===== src/etx_pkg.sv =====
// etx package
// shared field widths, frame layout, channel FIFO depth and framer state
`default_nettype none

package etx_pkg;

  // ##########################################################
  // transaction field widths
  // ##########################################################
  localparam int addr_w  = 32;
  localparam int dmode_w = 2;
  localparam int cmode_w = 4;

  // ##########################################################
  // frame layout
  // ##########################################################
  // byte 0     control: write[7], datamode[6:5], ctrlmode[4:1], bit 0 zero
  // bytes 1-4  dstaddr, msb first
  // bytes 5-8  data, msb first
  // bytes 9-12 srcaddr, msb first
  localparam int frame_bytes = 13;
  // byte counter width for the framer
  localparam int frame_cnt_w = $clog2(frame_bytes);

  // channel fifo sizing, shared by all three channels
  localparam int fifo_depth = 4;
  localparam int fifo_ptr_w = 2;

  // framer states
  typedef enum logic {
    st_idle,
    st_send
  } etx_state_e;

endpackage

`default_nettype wire


===== src/etx_arbiter.sv =====
// etx arbiter
// fixed priority over write, read request and read response fifos;
// pops one transaction and holds it for the framer until acknowledged
`timescale 1ns/1ps
`default_nettype none

module etx_arbiter (
  input  logic                        tx_lclk_div4,
  input  logic                        reset,
  // host writes
  input  logic                        emwr_fifo_access,
  input  logic [etx_pkg::dmode_w-1:0] emwr_fifo_datamode,
  input  logic [etx_pkg::cmode_w-1:0] emwr_fifo_ctrlmode,
  input  logic [etx_pkg::addr_w-1:0]  emwr_fifo_dstaddr,
  input  logic [etx_pkg::addr_w-1:0]  emwr_fifo_data,
  input  logic [etx_pkg::addr_w-1:0]  emwr_fifo_srcaddr,
  // host read requests
  input  logic                        emrq_fifo_access,
  input  logic [etx_pkg::dmode_w-1:0] emrq_fifo_datamode,
  input  logic [etx_pkg::cmode_w-1:0] emrq_fifo_ctrlmode,
  input  logic [etx_pkg::addr_w-1:0]  emrq_fifo_dstaddr,
  input  logic [etx_pkg::addr_w-1:0]  emrq_fifo_data,
  input  logic [etx_pkg::addr_w-1:0]  emrq_fifo_srcaddr,
  // read responses
  input  logic                        emrr_fifo_access,
  input  logic [etx_pkg::dmode_w-1:0] emrr_fifo_datamode,
  input  logic [etx_pkg::cmode_w-1:0] emrr_fifo_ctrlmode,
  input  logic [etx_pkg::addr_w-1:0]  emrr_fifo_dstaddr,
  input  logic [etx_pkg::addr_w-1:0]  emrr_fifo_data,
  input  logic [etx_pkg::addr_w-1:0]  emrr_fifo_srcaddr,
  // link wait levels and framer ack
  input  logic                        etx_rd_wait,
  input  logic                        etx_wr_wait,
  input  logic                        etx_ack,
  output logic                        emwr_rd_en,
  output logic                        emrq_rd_en,
  output logic                        emrr_rd_en,
  output logic                        etx_access,
  output logic                        etx_write,
  output logic [etx_pkg::dmode_w-1:0] etx_datamode,
  output logic [etx_pkg::cmode_w-1:0] etx_ctrlmode,
  output logic [etx_pkg::addr_w-1:0]  etx_dstaddr,
  output logic [etx_pkg::addr_w-1:0]  etx_data,
  output logic [etx_pkg::addr_w-1:0]  etx_srcaddr
);
  import etx_pkg::*;

  // transaction currently held for the framer
  logic held;
  logic wr_ready;
  logic rq_ready;
  logic rr_ready;
  // free to take a new one
  logic can_pop;
  logic any_pop;

  // ##########################################################
  // priority masking
  // ##########################################################
  // writes highest
  assign wr_ready = emwr_fifo_access & ~etx_wr_wait;
  // read requests only stall on rd_wait
  assign rq_ready = emrq_fifo_access & ~etx_rd_wait & ~wr_ready;
  // responses lowest, share wr_wait with writes
  assign rr_ready = emrr_fifo_access & ~etx_wr_wait & ~wr_ready & ~rq_ready;

  // idle, or the framer is on its last byte
  assign can_pop = ~held | etx_ack;

  assign emwr_rd_en = wr_ready & can_pop;
  assign emrq_rd_en = rq_ready & can_pop;
  assign emrr_rd_en = rr_ready & can_pop;
  assign any_pop    = emwr_rd_en | emrq_rd_en | emrr_rd_en;

  // hold flag
  always_ff @(posedge tx_lclk_div4)
  begin
    if (reset)
      held <= 1'b0;
    else if (any_pop)
      held <= 1'b1;
    else if (etx_ack)
      held <= 1'b0;
  end

  assign etx_access = held;

  // ##########################################################
  // field capture on pop
  // ##########################################################
  // write bit is fixed per channel, fifo write field is not looked at
  always_ff @(posedge tx_lclk_div4)
  begin
    if (emwr_rd_en)
    begin
      etx_write    <= 1'b1;
      etx_datamode <= emwr_fifo_datamode;
      etx_ctrlmode <= emwr_fifo_ctrlmode;
      etx_dstaddr  <= emwr_fifo_dstaddr;
      etx_data     <= emwr_fifo_data;
      etx_srcaddr  <= emwr_fifo_srcaddr;
    end
    else if (emrq_rd_en)
    begin
      // read request goes out as a read
      etx_write    <= 1'b0;
      etx_datamode <= emrq_fifo_datamode;
      etx_ctrlmode <= emrq_fifo_ctrlmode;
      etx_dstaddr  <= emrq_fifo_dstaddr;
      etx_data     <= emrq_fifo_data;
      etx_srcaddr  <= emrq_fifo_srcaddr;
    end
    else if (emrr_rd_en)
    begin
      // response is a write back to the requester
      etx_write    <= 1'b1;
      etx_datamode <= emrr_fifo_datamode;
      etx_ctrlmode <= emrr_fifo_ctrlmode;
      etx_dstaddr  <= emrr_fifo_dstaddr;
      etx_data     <= emrr_fifo_data;
      etx_srcaddr  <= emrr_fifo_srcaddr;
    end
  end

endmodule

`default_nettype wire


===== src/etx_fifo.sv =====
// etx channel fifo
// single-clock show-ahead fifo holding one transaction channel
`timescale 1ns/1ps
`default_nettype none

module etx_fifo (
  input  logic                        tx_lclk_div4,
  input  logic                        reset,
  input  logic                        push,
  input  logic                        rd_en,
  input  logic                        in_write,
  input  logic [etx_pkg::dmode_w-1:0] in_datamode,
  input  logic [etx_pkg::cmode_w-1:0] in_ctrlmode,
  input  logic [etx_pkg::addr_w-1:0]  in_dstaddr,
  input  logic [etx_pkg::addr_w-1:0]  in_data,
  input  logic [etx_pkg::addr_w-1:0]  in_srcaddr,
  output logic                        full,
  output logic                        fifo_access,
  output logic                        fifo_write,
  output logic [etx_pkg::dmode_w-1:0] fifo_datamode,
  output logic [etx_pkg::cmode_w-1:0] fifo_ctrlmode,
  output logic [etx_pkg::addr_w-1:0]  fifo_dstaddr,
  output logic [etx_pkg::addr_w-1:0]  fifo_data,
  output logic [etx_pkg::addr_w-1:0]  fifo_srcaddr
);
  import etx_pkg::*;

  // entry storage, one array per field
  logic                  mem_write    [fifo_depth];
  logic [dmode_w-1:0]    mem_datamode [fifo_depth];
  logic [cmode_w-1:0]    mem_ctrlmode [fifo_depth];
  logic [addr_w-1:0]     mem_dstaddr  [fifo_depth];
  logic [addr_w-1:0]     mem_data     [fifo_depth];
  logic [addr_w-1:0]     mem_srcaddr  [fifo_depth];

  logic [fifo_ptr_w-1:0] wr_ptr;
  logic [fifo_ptr_w-1:0] rd_ptr;
  // occupancy, one bit wider than the pointers
  logic [fifo_ptr_w:0]   count;
  logic                  do_push;
  logic                  do_pop;

  // push while full is dropped
  assign do_push = push & ~full;
  // pop only when something is there
  assign do_pop  = rd_en & fifo_access;

  assign full        = (count == (fifo_ptr_w + 1)'(fifo_depth));
  assign fifo_access = (count != '0);

  // pointers and occupancy
  always_ff @(posedge tx_lclk_div4)
  begin
    if (reset)
    begin
      wr_ptr <= '0;
      rd_ptr <= '0;
      count  <= '0;
    end
    else
    begin
      if (do_push)
        wr_ptr <= wr_ptr + 1'b1;
      if (do_pop)
        rd_ptr <= rd_ptr + 1'b1;
      // push and pop together leave count alone
      if (do_push & ~do_pop)
        count <= count + 1'b1;
      else if (do_pop & ~do_push)
        count <= count - 1'b1;
    end
  end

  // entry write
  always_ff @(posedge tx_lclk_div4)
  begin
    if (do_push)
    begin
      mem_write[wr_ptr]    <= in_write;
      mem_datamode[wr_ptr] <= in_datamode;
      mem_ctrlmode[wr_ptr] <= in_ctrlmode;
      mem_dstaddr[wr_ptr]  <= in_dstaddr;
      mem_data[wr_ptr]     <= in_data;
      mem_srcaddr[wr_ptr]  <= in_srcaddr;
    end
  end

  // show-ahead head, arbiter sees it before popping
  assign fifo_write    = mem_write[rd_ptr];
  assign fifo_datamode = mem_datamode[rd_ptr];
  assign fifo_ctrlmode = mem_ctrlmode[rd_ptr];
  assign fifo_dstaddr  = mem_dstaddr[rd_ptr];
  assign fifo_data     = mem_data[rd_ptr];
  assign fifo_srcaddr  = mem_srcaddr[rd_ptr];

endmodule

`default_nettype wire


===== src/etx_framer.sv =====
// etx framer
// sends the held transaction as a 13-byte frame, acks on the last byte
`timescale 1ns/1ps
`default_nettype none

module etx_framer (
  input  logic                        tx_lclk_div4,
  input  logic                        reset,
  input  logic                        etx_access,
  input  logic                        etx_write,
  input  logic [etx_pkg::dmode_w-1:0] etx_datamode,
  input  logic [etx_pkg::cmode_w-1:0] etx_ctrlmode,
  input  logic [etx_pkg::addr_w-1:0]  etx_dstaddr,
  input  logic [etx_pkg::addr_w-1:0]  etx_data,
  input  logic [etx_pkg::addr_w-1:0]  etx_srcaddr,
  output logic                        etx_ack,
  output logic                        tx_frame,
  output logic [7:0]                  tx_byte
);
  import etx_pkg::*;

  etx_state_e             state;
  logic [frame_cnt_w-1:0] byte_cnt;
  logic [7:0]             byte_sel;
  logic                   last_byte;

  assign last_byte = (byte_cnt == frame_cnt_w'(frame_bytes - 1));

  // ##########################################################
  // byte select, package frame order
  // ##########################################################
  always_comb
  begin
    case (byte_cnt)
      // control byte, bit 0 reserved
      4'd0:    byte_sel = {etx_write, etx_datamode, etx_ctrlmode, 1'b0};
      4'd1:    byte_sel = etx_dstaddr[31:24];
      4'd2:    byte_sel = etx_dstaddr[23:16];
      4'd3:    byte_sel = etx_dstaddr[15:8];
      4'd4:    byte_sel = etx_dstaddr[7:0];
      4'd5:    byte_sel = etx_data[31:24];
      4'd6:    byte_sel = etx_data[23:16];
      4'd7:    byte_sel = etx_data[15:8];
      4'd8:    byte_sel = etx_data[7:0];
      4'd9:    byte_sel = etx_srcaddr[31:24];
      4'd10:   byte_sel = etx_srcaddr[23:16];
      4'd11:   byte_sel = etx_srcaddr[15:8];
      4'd12:   byte_sel = etx_srcaddr[7:0];
      default: byte_sel = 8'h00;
    endcase
  end

  // ##########################################################
  // frame fsm
  // ##########################################################
  always_ff @(posedge tx_lclk_div4)
  begin
    if (reset)
    begin
      state    <= st_idle;
      byte_cnt <= '0;
      tx_frame <= 1'b0;
      tx_byte  <= 8'h00;
      etx_ack  <= 1'b0;
    end
    else
    begin
      case (state)
        st_idle:
        begin
          tx_frame <= 1'b0;
          tx_byte  <= 8'h00;
          etx_ack  <= 1'b0;
          byte_cnt <= '0;
          // access in the ack cycle is still the old transaction
          if (etx_access & ~etx_ack)
            state <= st_send;
        end
        st_send:
        begin
          tx_frame <= 1'b1;
          tx_byte  <= byte_sel;
          // ack lines up with byte 12
          etx_ack  <= last_byte;
          byte_cnt <= byte_cnt + 1'b1;
          if (last_byte)
            state <= st_idle;
        end
        default:
          state <= st_idle;
      endcase
    end
  end

endmodule

`default_nettype wire


===== src/etx_top.sv =====
// etx top
// mesh link transmit side: three channel fifos, arbiter and framer
`timescale 1ns/1ps
`default_nettype none

module etx_top (
  input  logic                        tx_lclk_div4,
  input  logic                        reset,
  input  logic                        rd_wait,
  input  logic                        wr_wait,
  // host writes
  input  logic                        wr_push,
  input  logic                        wr_write,
  input  logic [etx_pkg::dmode_w-1:0] wr_datamode,
  input  logic [etx_pkg::cmode_w-1:0] wr_ctrlmode,
  input  logic [etx_pkg::addr_w-1:0]  wr_dstaddr,
  input  logic [etx_pkg::addr_w-1:0]  wr_data,
  input  logic [etx_pkg::addr_w-1:0]  wr_srcaddr,
  output logic                        wr_full,
  // host read requests
  input  logic                        rq_push,
  input  logic                        rq_write,
  input  logic [etx_pkg::dmode_w-1:0] rq_datamode,
  input  logic [etx_pkg::cmode_w-1:0] rq_ctrlmode,
  input  logic [etx_pkg::addr_w-1:0]  rq_dstaddr,
  input  logic [etx_pkg::addr_w-1:0]  rq_data,
  input  logic [etx_pkg::addr_w-1:0]  rq_srcaddr,
  output logic                        rq_full,
  // read responses
  input  logic                        rr_push,
  input  logic                        rr_write,
  input  logic [etx_pkg::dmode_w-1:0] rr_datamode,
  input  logic [etx_pkg::cmode_w-1:0] rr_ctrlmode,
  input  logic [etx_pkg::addr_w-1:0]  rr_dstaddr,
  input  logic [etx_pkg::addr_w-1:0]  rr_data,
  input  logic [etx_pkg::addr_w-1:0]  rr_srcaddr,
  output logic                        rr_full,
  // byte stream
  output logic                        tx_frame,
  output logic [7:0]                  tx_byte
);
  import etx_pkg::*;

  // fifo heads
  logic               wr_fifo_access;
  logic [dmode_w-1:0] wr_fifo_datamode;
  logic [cmode_w-1:0] wr_fifo_ctrlmode;
  logic [addr_w-1:0]  wr_fifo_dstaddr;
  logic [addr_w-1:0]  wr_fifo_data;
  logic [addr_w-1:0]  wr_fifo_srcaddr;
  logic               rq_fifo_access;
  logic [dmode_w-1:0] rq_fifo_datamode;
  logic [cmode_w-1:0] rq_fifo_ctrlmode;
  logic [addr_w-1:0]  rq_fifo_dstaddr;
  logic [addr_w-1:0]  rq_fifo_data;
  logic [addr_w-1:0]  rq_fifo_srcaddr;
  logic               rr_fifo_access;
  logic [dmode_w-1:0] rr_fifo_datamode;
  logic [cmode_w-1:0] rr_fifo_ctrlmode;
  logic [addr_w-1:0]  rr_fifo_dstaddr;
  logic [addr_w-1:0]  rr_fifo_data;
  logic [addr_w-1:0]  rr_fifo_srcaddr;
  // pops
  logic               wr_rd_en;
  logic               rq_rd_en;
  logic               rr_rd_en;
  // held transaction
  logic               etx_access;
  logic               etx_write;
  logic [dmode_w-1:0] etx_datamode;
  logic [cmode_w-1:0] etx_ctrlmode;
  logic [addr_w-1:0]  etx_dstaddr;
  logic [addr_w-1:0]  etx_data;
  logic [addr_w-1:0]  etx_srcaddr;
  logic               etx_ack;

  // write bit per channel is set by the arbiter, head write bits stay open
  etx_fifo u_wr_fifo (
    .tx_lclk_div4 (tx_lclk_div4), .reset (reset), .push (wr_push), .rd_en (wr_rd_en),
    .in_write (wr_write), .in_datamode (wr_datamode), .in_ctrlmode (wr_ctrlmode),
    .in_dstaddr (wr_dstaddr), .in_data (wr_data), .in_srcaddr (wr_srcaddr),
    .full (wr_full), .fifo_access (wr_fifo_access), .fifo_write (),
    .fifo_datamode (wr_fifo_datamode), .fifo_ctrlmode (wr_fifo_ctrlmode),
    .fifo_dstaddr (wr_fifo_dstaddr), .fifo_data (wr_fifo_data),
    .fifo_srcaddr (wr_fifo_srcaddr)
  );

  etx_fifo u_rq_fifo (
    .tx_lclk_div4 (tx_lclk_div4), .reset (reset), .push (rq_push), .rd_en (rq_rd_en),
    .in_write (rq_write), .in_datamode (rq_datamode), .in_ctrlmode (rq_ctrlmode),
    .in_dstaddr (rq_dstaddr), .in_data (rq_data), .in_srcaddr (rq_srcaddr),
    .full (rq_full), .fifo_access (rq_fifo_access), .fifo_write (),
    .fifo_datamode (rq_fifo_datamode), .fifo_ctrlmode (rq_fifo_ctrlmode),
    .fifo_dstaddr (rq_fifo_dstaddr), .fifo_data (rq_fifo_data),
    .fifo_srcaddr (rq_fifo_srcaddr)
  );

  etx_fifo u_rr_fifo (
    .tx_lclk_div4 (tx_lclk_div4), .reset (reset), .push (rr_push), .rd_en (rr_rd_en),
    .in_write (rr_write), .in_datamode (rr_datamode), .in_ctrlmode (rr_ctrlmode),
    .in_dstaddr (rr_dstaddr), .in_data (rr_data), .in_srcaddr (rr_srcaddr),
    .full (rr_full), .fifo_access (rr_fifo_access), .fifo_write (),
    .fifo_datamode (rr_fifo_datamode), .fifo_ctrlmode (rr_fifo_ctrlmode),
    .fifo_dstaddr (rr_fifo_dstaddr), .fifo_data (rr_fifo_data),
    .fifo_srcaddr (rr_fifo_srcaddr)
  );

  etx_arbiter u_arbiter (
    .tx_lclk_div4 (tx_lclk_div4), .reset (reset),
    .emwr_fifo_access (wr_fifo_access), .emwr_fifo_datamode (wr_fifo_datamode),
    .emwr_fifo_ctrlmode (wr_fifo_ctrlmode), .emwr_fifo_dstaddr (wr_fifo_dstaddr),
    .emwr_fifo_data (wr_fifo_data), .emwr_fifo_srcaddr (wr_fifo_srcaddr),
    .emrq_fifo_access (rq_fifo_access), .emrq_fifo_datamode (rq_fifo_datamode),
    .emrq_fifo_ctrlmode (rq_fifo_ctrlmode), .emrq_fifo_dstaddr (rq_fifo_dstaddr),
    .emrq_fifo_data (rq_fifo_data), .emrq_fifo_srcaddr (rq_fifo_srcaddr),
    .emrr_fifo_access (rr_fifo_access), .emrr_fifo_datamode (rr_fifo_datamode),
    .emrr_fifo_ctrlmode (rr_fifo_ctrlmode), .emrr_fifo_dstaddr (rr_fifo_dstaddr),
    .emrr_fifo_data (rr_fifo_data), .emrr_fifo_srcaddr (rr_fifo_srcaddr),
    .etx_rd_wait (rd_wait), .etx_wr_wait (wr_wait), .etx_ack (etx_ack),
    .emwr_rd_en (wr_rd_en), .emrq_rd_en (rq_rd_en), .emrr_rd_en (rr_rd_en),
    .etx_access (etx_access), .etx_write (etx_write), .etx_datamode (etx_datamode),
    .etx_ctrlmode (etx_ctrlmode), .etx_dstaddr (etx_dstaddr), .etx_data (etx_data),
    .etx_srcaddr (etx_srcaddr)
  );

  etx_framer u_framer (
    .tx_lclk_div4 (tx_lclk_div4), .reset (reset),
    .etx_access (etx_access), .etx_write (etx_write), .etx_datamode (etx_datamode),
    .etx_ctrlmode (etx_ctrlmode), .etx_dstaddr (etx_dstaddr), .etx_data (etx_data),
    .etx_srcaddr (etx_srcaddr),
    .etx_ack (etx_ack), .tx_frame (tx_frame), .tx_byte (tx_byte)
  );

endmodule

`default_nettype wire


===== config.mk =====
export PLATFORM = sky130hd
export DESIGN_NAME = etx_top
export DESIGN_NICKNAME = d
export VERILOG_FILES = /design/src/etx_pkg.sv /design/src/etx_arbiter.sv /design/src/etx_fifo.sv /design/src/etx_framer.sv /design/src/etx_top.sv
export SDC_FILE = /design/constraint.sdc
export NUM_CORES = 1
export LEC_CHECK = 0
export ABC_AREA = 1
export BUFFER_PORTS_ARGS = -buffer_cell sky130_fd_sc_hd__clkbuf_2
export CORE_ASPECT_RATIO = 1.75
export CORE_MARGIN = 3
export CORE_UTILIZATION = 40
export CTS_CLUSTER_SIZE = 30
export DETAILED_ROUTE_END_ITERATION = 8
export GPL_TIMING_DRIVEN = 0
export SYNTH_ARGS = -nofsm -noshare
export SYNTH_HDL_FRONTEND = slang
export SYNTH_SLANG_ARGS = --single-unit

===== constraint.sdc =====
create_clock -name tx_lclk_div4 -period 7 [get_ports tx_lclk_div4]
set_input_delay 1.05 -clock tx_lclk_div4 [delete_from_list [all_inputs] [get_ports tx_lclk_div4]]
set_output_delay 1.05 -clock tx_lclk_div4 [all_outputs]
set_load 0.05 [all_outputs]

After elaboration in Yosys (flattened, before gate mapping)
Memory sizes are Yosys's and may differ from the RTL's. A register that Yosys moved wholly into a read port is not among the register bits. Cells that the tools add are included.

$add $sub $neg: 13. Equality and inequality tests: 15. Multiplexer cells: 69. Bitwise gates (word level): 41. Reductions and logical operators: 10.

Operator list (number): 2-to-1 mux 32 bit (9); one-hot mux 8 bit (13 select lines) (1); 2-to-1 mux 2 bit (33); bitwise AND 1 bit (22); == test 4 bit (second input constant) (5); 2-to-1 mux 3 bit (6); == test 4 x 3 -> 1 bit (second input constant) (4); NOT 1 bit (16); one-hot mux 8 bit (2 select lines) (1); adder 2 x 1 -> 2 bit (second input constant) (6); 2-to-1 mux 1 bit (12); 2-to-1 mux 4 bit (3); nonzero test 3 bit (4); nonzero test 2 bit (5); adder 3 x 1 -> 3 bit (second input constant) (3); == test 3 bit (second input constant) (3); subtractor 3 x 1 -> 3 bit (second input constant) (3); == test 4 x 2 -> 1 bit (second input constant) (2); one-hot mux 4 bit (2 select lines) (1); one-hot mux 1 bit (2 select lines) (3); adder 4 x 1 -> 4 bit (second input constant) (1); == test 4 x 1 -> 1 bit (second input constant) (1); zero test 4 bit (1); OR 1 bit (3).

Flip-flop bits (word level): 140. Memory bits (writable): 1224. Input bits: 316. Output and inout port bits: 12. Logic and storage cells: 184. Memories kept: 15.

Memories: u_rq_fifo.mem_data (words 4, width 32, rd ports 1, clocked after Yosys merged registers in 1, wr ports 1, RTL line etx_fifo.sv:33) `logic [addr_w-1:0] mem_data [fifo_depth];`; u_rq_fifo.mem_dstaddr (words 4, width 32, rd ports 1, clocked after Yosys merged registers in 1, wr ports 1, RTL line etx_fifo.sv:32) `logic [addr_w-1:0] mem_dstaddr [fifo_depth];`; u_rq_fifo.mem_srcaddr (words 4, width 32, rd ports 1, clocked after Yosys merged registers in 1, wr ports 1, RTL line etx_fifo.sv:34) `logic [addr_w-1:0] mem_srcaddr [fifo_depth];`; u_rr_fifo.mem_data (words 4, width 32, rd ports 1, clocked after Yosys merged registers in 1, wr ports 1, RTL line etx_fifo.sv:33); u_rr_fifo.mem_dstaddr (words 4, width 32, rd ports 1, clocked after Yosys merged registers in 1, wr ports 1, RTL line etx_fifo.sv:32); u_rr_fifo.mem_srcaddr (words 4, width 32, rd ports 1, clocked after Yosys merged registers in 1, wr ports 1, RTL line etx_fifo.sv:34); +9 memories.

Logic depth before layout (Yosys ltp)
Depth in word-level cells: 11. Gate-level depth with buffers: 13.

Cells and area by module
A second synthesis with hierarchy kept.

Cells, all modules: 4398. Area total of the unflattened synthesis: 55383.1 um2.

By module, submodules not included: etx_fifo (instances 3, cells each 1065, area each 15702.6 um2); etx_arbiter (instances 1, cells each 910, area each 6583.8 um2); etx_framer (instances 1, cells each 293, area each 1691.6 um2).

Worst setup path before layout
OpenSTA, ideal clock, no wires.

Kind: input-to-reg. From: input rr_push. To: memory u_rr_fifo.mem_ctrlmode[0][0] (enable). Library setup time: 0.564 ns. Arrival time: 5.463 ns. Data required time: 6.436 ns. Path slack: 0.973 ns. Stages on the path: 2. Buffers on the path: 0. Cells stage by stage: nand2_1 > nor2_1.

Cells in the longest elaborated chain, start to end: 3.

RTL lines: start: declaration (RTL line etx_top.sv:30) `input logic rr_push,`; bitwise AND 1 bit (RTL line etx_fifo.sv:44) `assign do_push = push & ~full;`; 2-to-1 mux 1 bit (RTL line etx_fifo.sv:77) `if (do_push)`; 2-to-1 mux 1 bit; end: declaration (RTL line etx_fifo.sv:31) `logic [cmode_w-1:0] mem_ctrlmode [fifo_depth];`.

Every way passes these cells.

Final worst setup path
From: register u_framer.etx_ack. To: register u_arbiter.etx_dstaddr[13] (netlist bit) (enable).

Cells in the longest elaborated chain, start to end: 3. Elaborated cells between the ends (all ways): 5.

RTL lines: start: declaration (RTL line etx_framer.sv:16) `output logic etx_ack,`; start signal: assignment (RTL line etx_framer.sv:84) `etx_ack <= last_byte;`; OR 1 bit * (RTL line etx_arbiter.sv:68) `assign can_pop = ~held | etx_ack;`; bitwise AND 1 bit (on tied branches) (RTL line etx_arbiter.sv:72, etx_arbiter.sv:70, etx_arbiter.sv:71); nonzero test 3 bit (no source line) *; end signal: assignment (RTL line etx_arbiter.sv:99) `etx_dstaddr <= emwr_fifo_dstaddr;`; end signal: assignment (RTL line etx_arbiter.sv:109) `etx_dstaddr <= emrq_fifo_dstaddr;`; end signal: assignment (RTL line etx_arbiter.sv:119) `etx_dstaddr <= emrr_fifo_dstaddr;`; end: declaration (RTL line etx_arbiter.sv:42) `output logic [etx_pkg::addr_w-1:0] etx_dstaddr,`.

Mark *: on every way between the ends. The rest lies on a longest branch, timed or not. A chain may end at the register's enable or synchronous reset.

==> impl_metrics.py <==
metrics = {
    "power": {
        "power.density_nw_per_um2": 371.6,
        "peakVddDrop_mv": 0.2244,
        "finalPower_mw": 23.79,
        "p_leak_nw": 23.91,
    },
    "worst_setup_path": {
        "worstPathMaxFanout": 56,
        "critical_path_class": "reg -> reg",
        "max_stage_delay_ps": 770,
        "critical_path.top_delay_family": "simple AND/OR/NAND/NOR gates",
        "reg2reg_from": "u_framer.etx_ack",
        "path_buf_inv": 3,
        "cp.arrival_ps": 3640,
        "regToRegSetupSlack_ps": 3810,
        "path_depth": 6,
        "cp-startpoint": "u_framer.etx_ack",
        "path_cells": "inv_1 > nand2_2 > nand3_2 > buf_1 > nand3_4 > buf_16",
        "critPathLaunchType": "register",
        "reg2regPathDepth": 6,
        "endpoint_kind": "register",
        "required_ps": 7450,
        "slowest_stage": "nand3_4",
    },
    "synth": {
        "synth_most_common_cell": "nand2_1",
        "ys_top_cells_by_area": "edfxtp_1 (73%), nand2_1 (12%), nand3_1 (5.0%), nand4_1 (1.9%), a32oi_1 (1.6%)",
        "synth_warnings": 0,
        "yosys.area.top_type": "edfxtp_1",
        "synth_enable_flop_cells": 1326,
        "synth.avg_cell_area_um2": 12.12,
        "ys_seq_area_frac": 0.7425,
        "yosysUniqueCellTypes": 29,
        "netlist_top_cells_count": "nand2_1 (1,727), edfxtp_1 (1,326), nand3_1 (551)",
        "synth-main-ff-cell": "edfxtp_1",
        "synth.net_count": 4859,
        "syn_area_um2": 54820,
        "synthCells": 4521,
        "async_flop_share": 0,
        "ys_seq_elements": 1370,
        "yosysTopAreaCellShare": 0.7264,
    },
    "floorplan": {
        "ios": 328,
        "die-width_um": 285.8,
        "fp.dieArea_um2": 141700,
        "start_util": 0.4032,
        "die_h_um": 495.7,
        "fp-row-count": 179,
        "core_region_area_um2": 135900,
    },
    "cts": {
        "cts_buffers": 119,
        "clk_latency_ps": 750,
        "cts_tree": "yes",
        "htreeDepth": 3,
        "cts.sinks": 1370,
        "cts.path.max_buffers": 3,
        "cts_hold_buf": 0,
        "postCtsSetupRepairBufs": 0,
        "cts_resized": 0,
        "clock-root-buffer": "clkbuf_16",
        "clkTransAtPathRegs_ps": 70,
    },
    "run_status": {
        "outcome": "finished clean",
    },
    "global_routing": {
        "antenna_found_initial": 56,
        "gr-total-overflow": 0,
        "grt_pass1_wl_um": 247200,
        "grt_pass1_vias": 36189,
        "grt_usage": 0.2417,
        "grt_max_degree": 57,
    },
    "timing": {
        "clock.fmax_ghz": 0.3138,
        "hold_violations": 0,
        "maxSlewViolCount": 0,
        "final.setup_skew_ps": 26.21,
        "holdWs_ps": 467.7,
        "final-setup-viol-count": 0,
        "worst_slew_pin_slew_ps": 1202,
        "slew-limit-headroom": 0.1967,
        "grt_setup_unrepaired": "false",
        "finalSetupTns_ps": 0,
        "period_minus_slack_ps": 3187,
        "period_share": 0.4553,
    },
    "drt": {
        "avgViaCountPerCell": 5.365,
        "drt_iter0_drc": 3556,
        "drt_pass1_iterations": 7,
        "drc": 0,
        "ant_nets": 0,
        "wire_per_inst_um": 25.08,
        "totalWireLength_um": 174600,
        "num_vias": 37349,
    },
    "layout": {
        "fin_cells": 6962,
        "drive_gt1_frac": 0.1416,
        "fill_cells": 12150,
        "area.growth.synth_to_final_pct": 16.78,
        "final_nets": 5358,
        "final_area_um2": 64010,
    },
    "placement": {
        "dpl.hpwl_um": 125000,
        "routabilityCongestion": 0.9089,
        "post_dp_cell_area_um2": 60010,
        "portBuffers": 324,
        "place_inst": 6709,
    },
    "flow_run": {
        "maxCapViolCount": 0,
    },
    "worst_hold_path": {
        "hold_path.class": "reg -> reg",
        "worstHoldStart": "u_wr_fifo.rd_ptr[1]",
        "holdPathStages": 2,
    },
}
[per-layer routing]
layer / global-route usage / share of wire / up-vias
li1: - / - / 17129
met3: 0.05076 / 0.077 / 315
met4: 0.1337 / 0.059 / 50
met1: 0.2815 / 0.36 / 18274
met2: 0.4167 / 0.50 / 1581
met5: 0 / 0.0019 / -
[worst paths after layout]
path,end
max,u_arbiter.etx_dstaddr[13]
min,u_wr_fifo.rd_ptr[1]
max reg2reg,u_arbiter.etx_dstaddr[13]
min reg2reg,u_wr_fifo.rd_ptr[1]
[tightest hold or removal path, delay by kind of cell, from the launching register on]
| kind | cells | cell delay, ps |
|---|---|---|
| flip-flops | 1 | 310 |
| AO/OA/AOI/OAI | 1 | 70 |
| buffers and inverters | 1 | 50 |
[kinds of logic (layout without fill, tap and decap cells)]
group	Yosys count	after routing	synth area share
other cells	0	31	0
compound gates	244	244	0.02951
simple gates	2527	2527	0.1940
xor+xnor	4	4	0.0006390
fa+ha+maj	22	22	0.005433
buf+inv	354	954	0.02798
flops	1370	1370	0.7425
[registers in the layout, summed over array words and instances (netlist names), 128 cells and up, named ones only]
signal,flops
u_rr_fifo.mem_srcaddr,128
u_wr_fifo.mem_data,128
u_rq_fifo.mem_dstaddr,128
u_rq_fifo.mem_srcaddr,128
u_wr_fifo.mem_srcaddr,128
u_rq_fifo.mem_data,128
u_rr_fifo.mem_dstaddr,128
u_rr_fifo.mem_data,128
u_wr_fifo.mem_dstaddr,128
[power by group]
part	internal, mW	switching [mW]	leakage (nW)
logic	1.58	4.68	9.46
clock network	3.73	2.94	1.90
registers	10.5	0.363	12.5
[area by class of cell]
type	instances	area (um2)	area share
antenna	31	77.57	0.001212
tap	1810	2265	0.03538
clock buffer	156	3198	0.04996
buffer	296	1316	0.02056
sequential	1370	40700	0.6358
inverter	58	217.7	0.003401
multi-input combinational	2797	12690	0.1982
timing repair buffer	378	2830	0.04421
clock inverter	66	724.4	0.01132
[per-stage QoR]
| stage | utilization | setup slack (ps) |
|---|---|---|
| 3_3_place_gp | 0.4318 | -3376 |
| 3_5_place_dp | 0.4415 | 3234 |
| 5_1_grt | 0.4705 | 3684 |
| 4_1_cts | 0.4703 | 3795 |
| 2_1_floorplan | - | 972.8 |
| 6_report | 0.4709 | 3813 |
[layout by cell type (no fill, tap or decap), types with 6 or more instances in the layout]
master / synthesis / final
ha_1: 19 / 19
inv_1: 49 / 49
nand4_1: 167 / 167
buf_12: 0 / 37
buf_1: 45 / 45
bufinv_16: 0 / 14
nand3_1: 551 / 550
nor2_1: 72 / 60
clkbuf_2: 0 / 324
dfxtp_1: 44 / 44
inv_2: 9 / 9
edfxtp_1: 1326 / 1326
o21ai_0: 15 / 15
a32oi_1: 102 / 102
clkinv_2: 0 / 16
a21oi_1: 124 / 124
clkbuf_8: 0 / 6
diode_2: 0 / 31
buf_16: 0 / 17
nor2_4: 0 / 12
buf_2: 143 / 143
clkbuf_16: 0 / 120
clkinv_1: 0 / 23
nand2_1: 1727 / 1727
clkbuf_1: 103 / 133
Power figures use the tool's default switching activity.
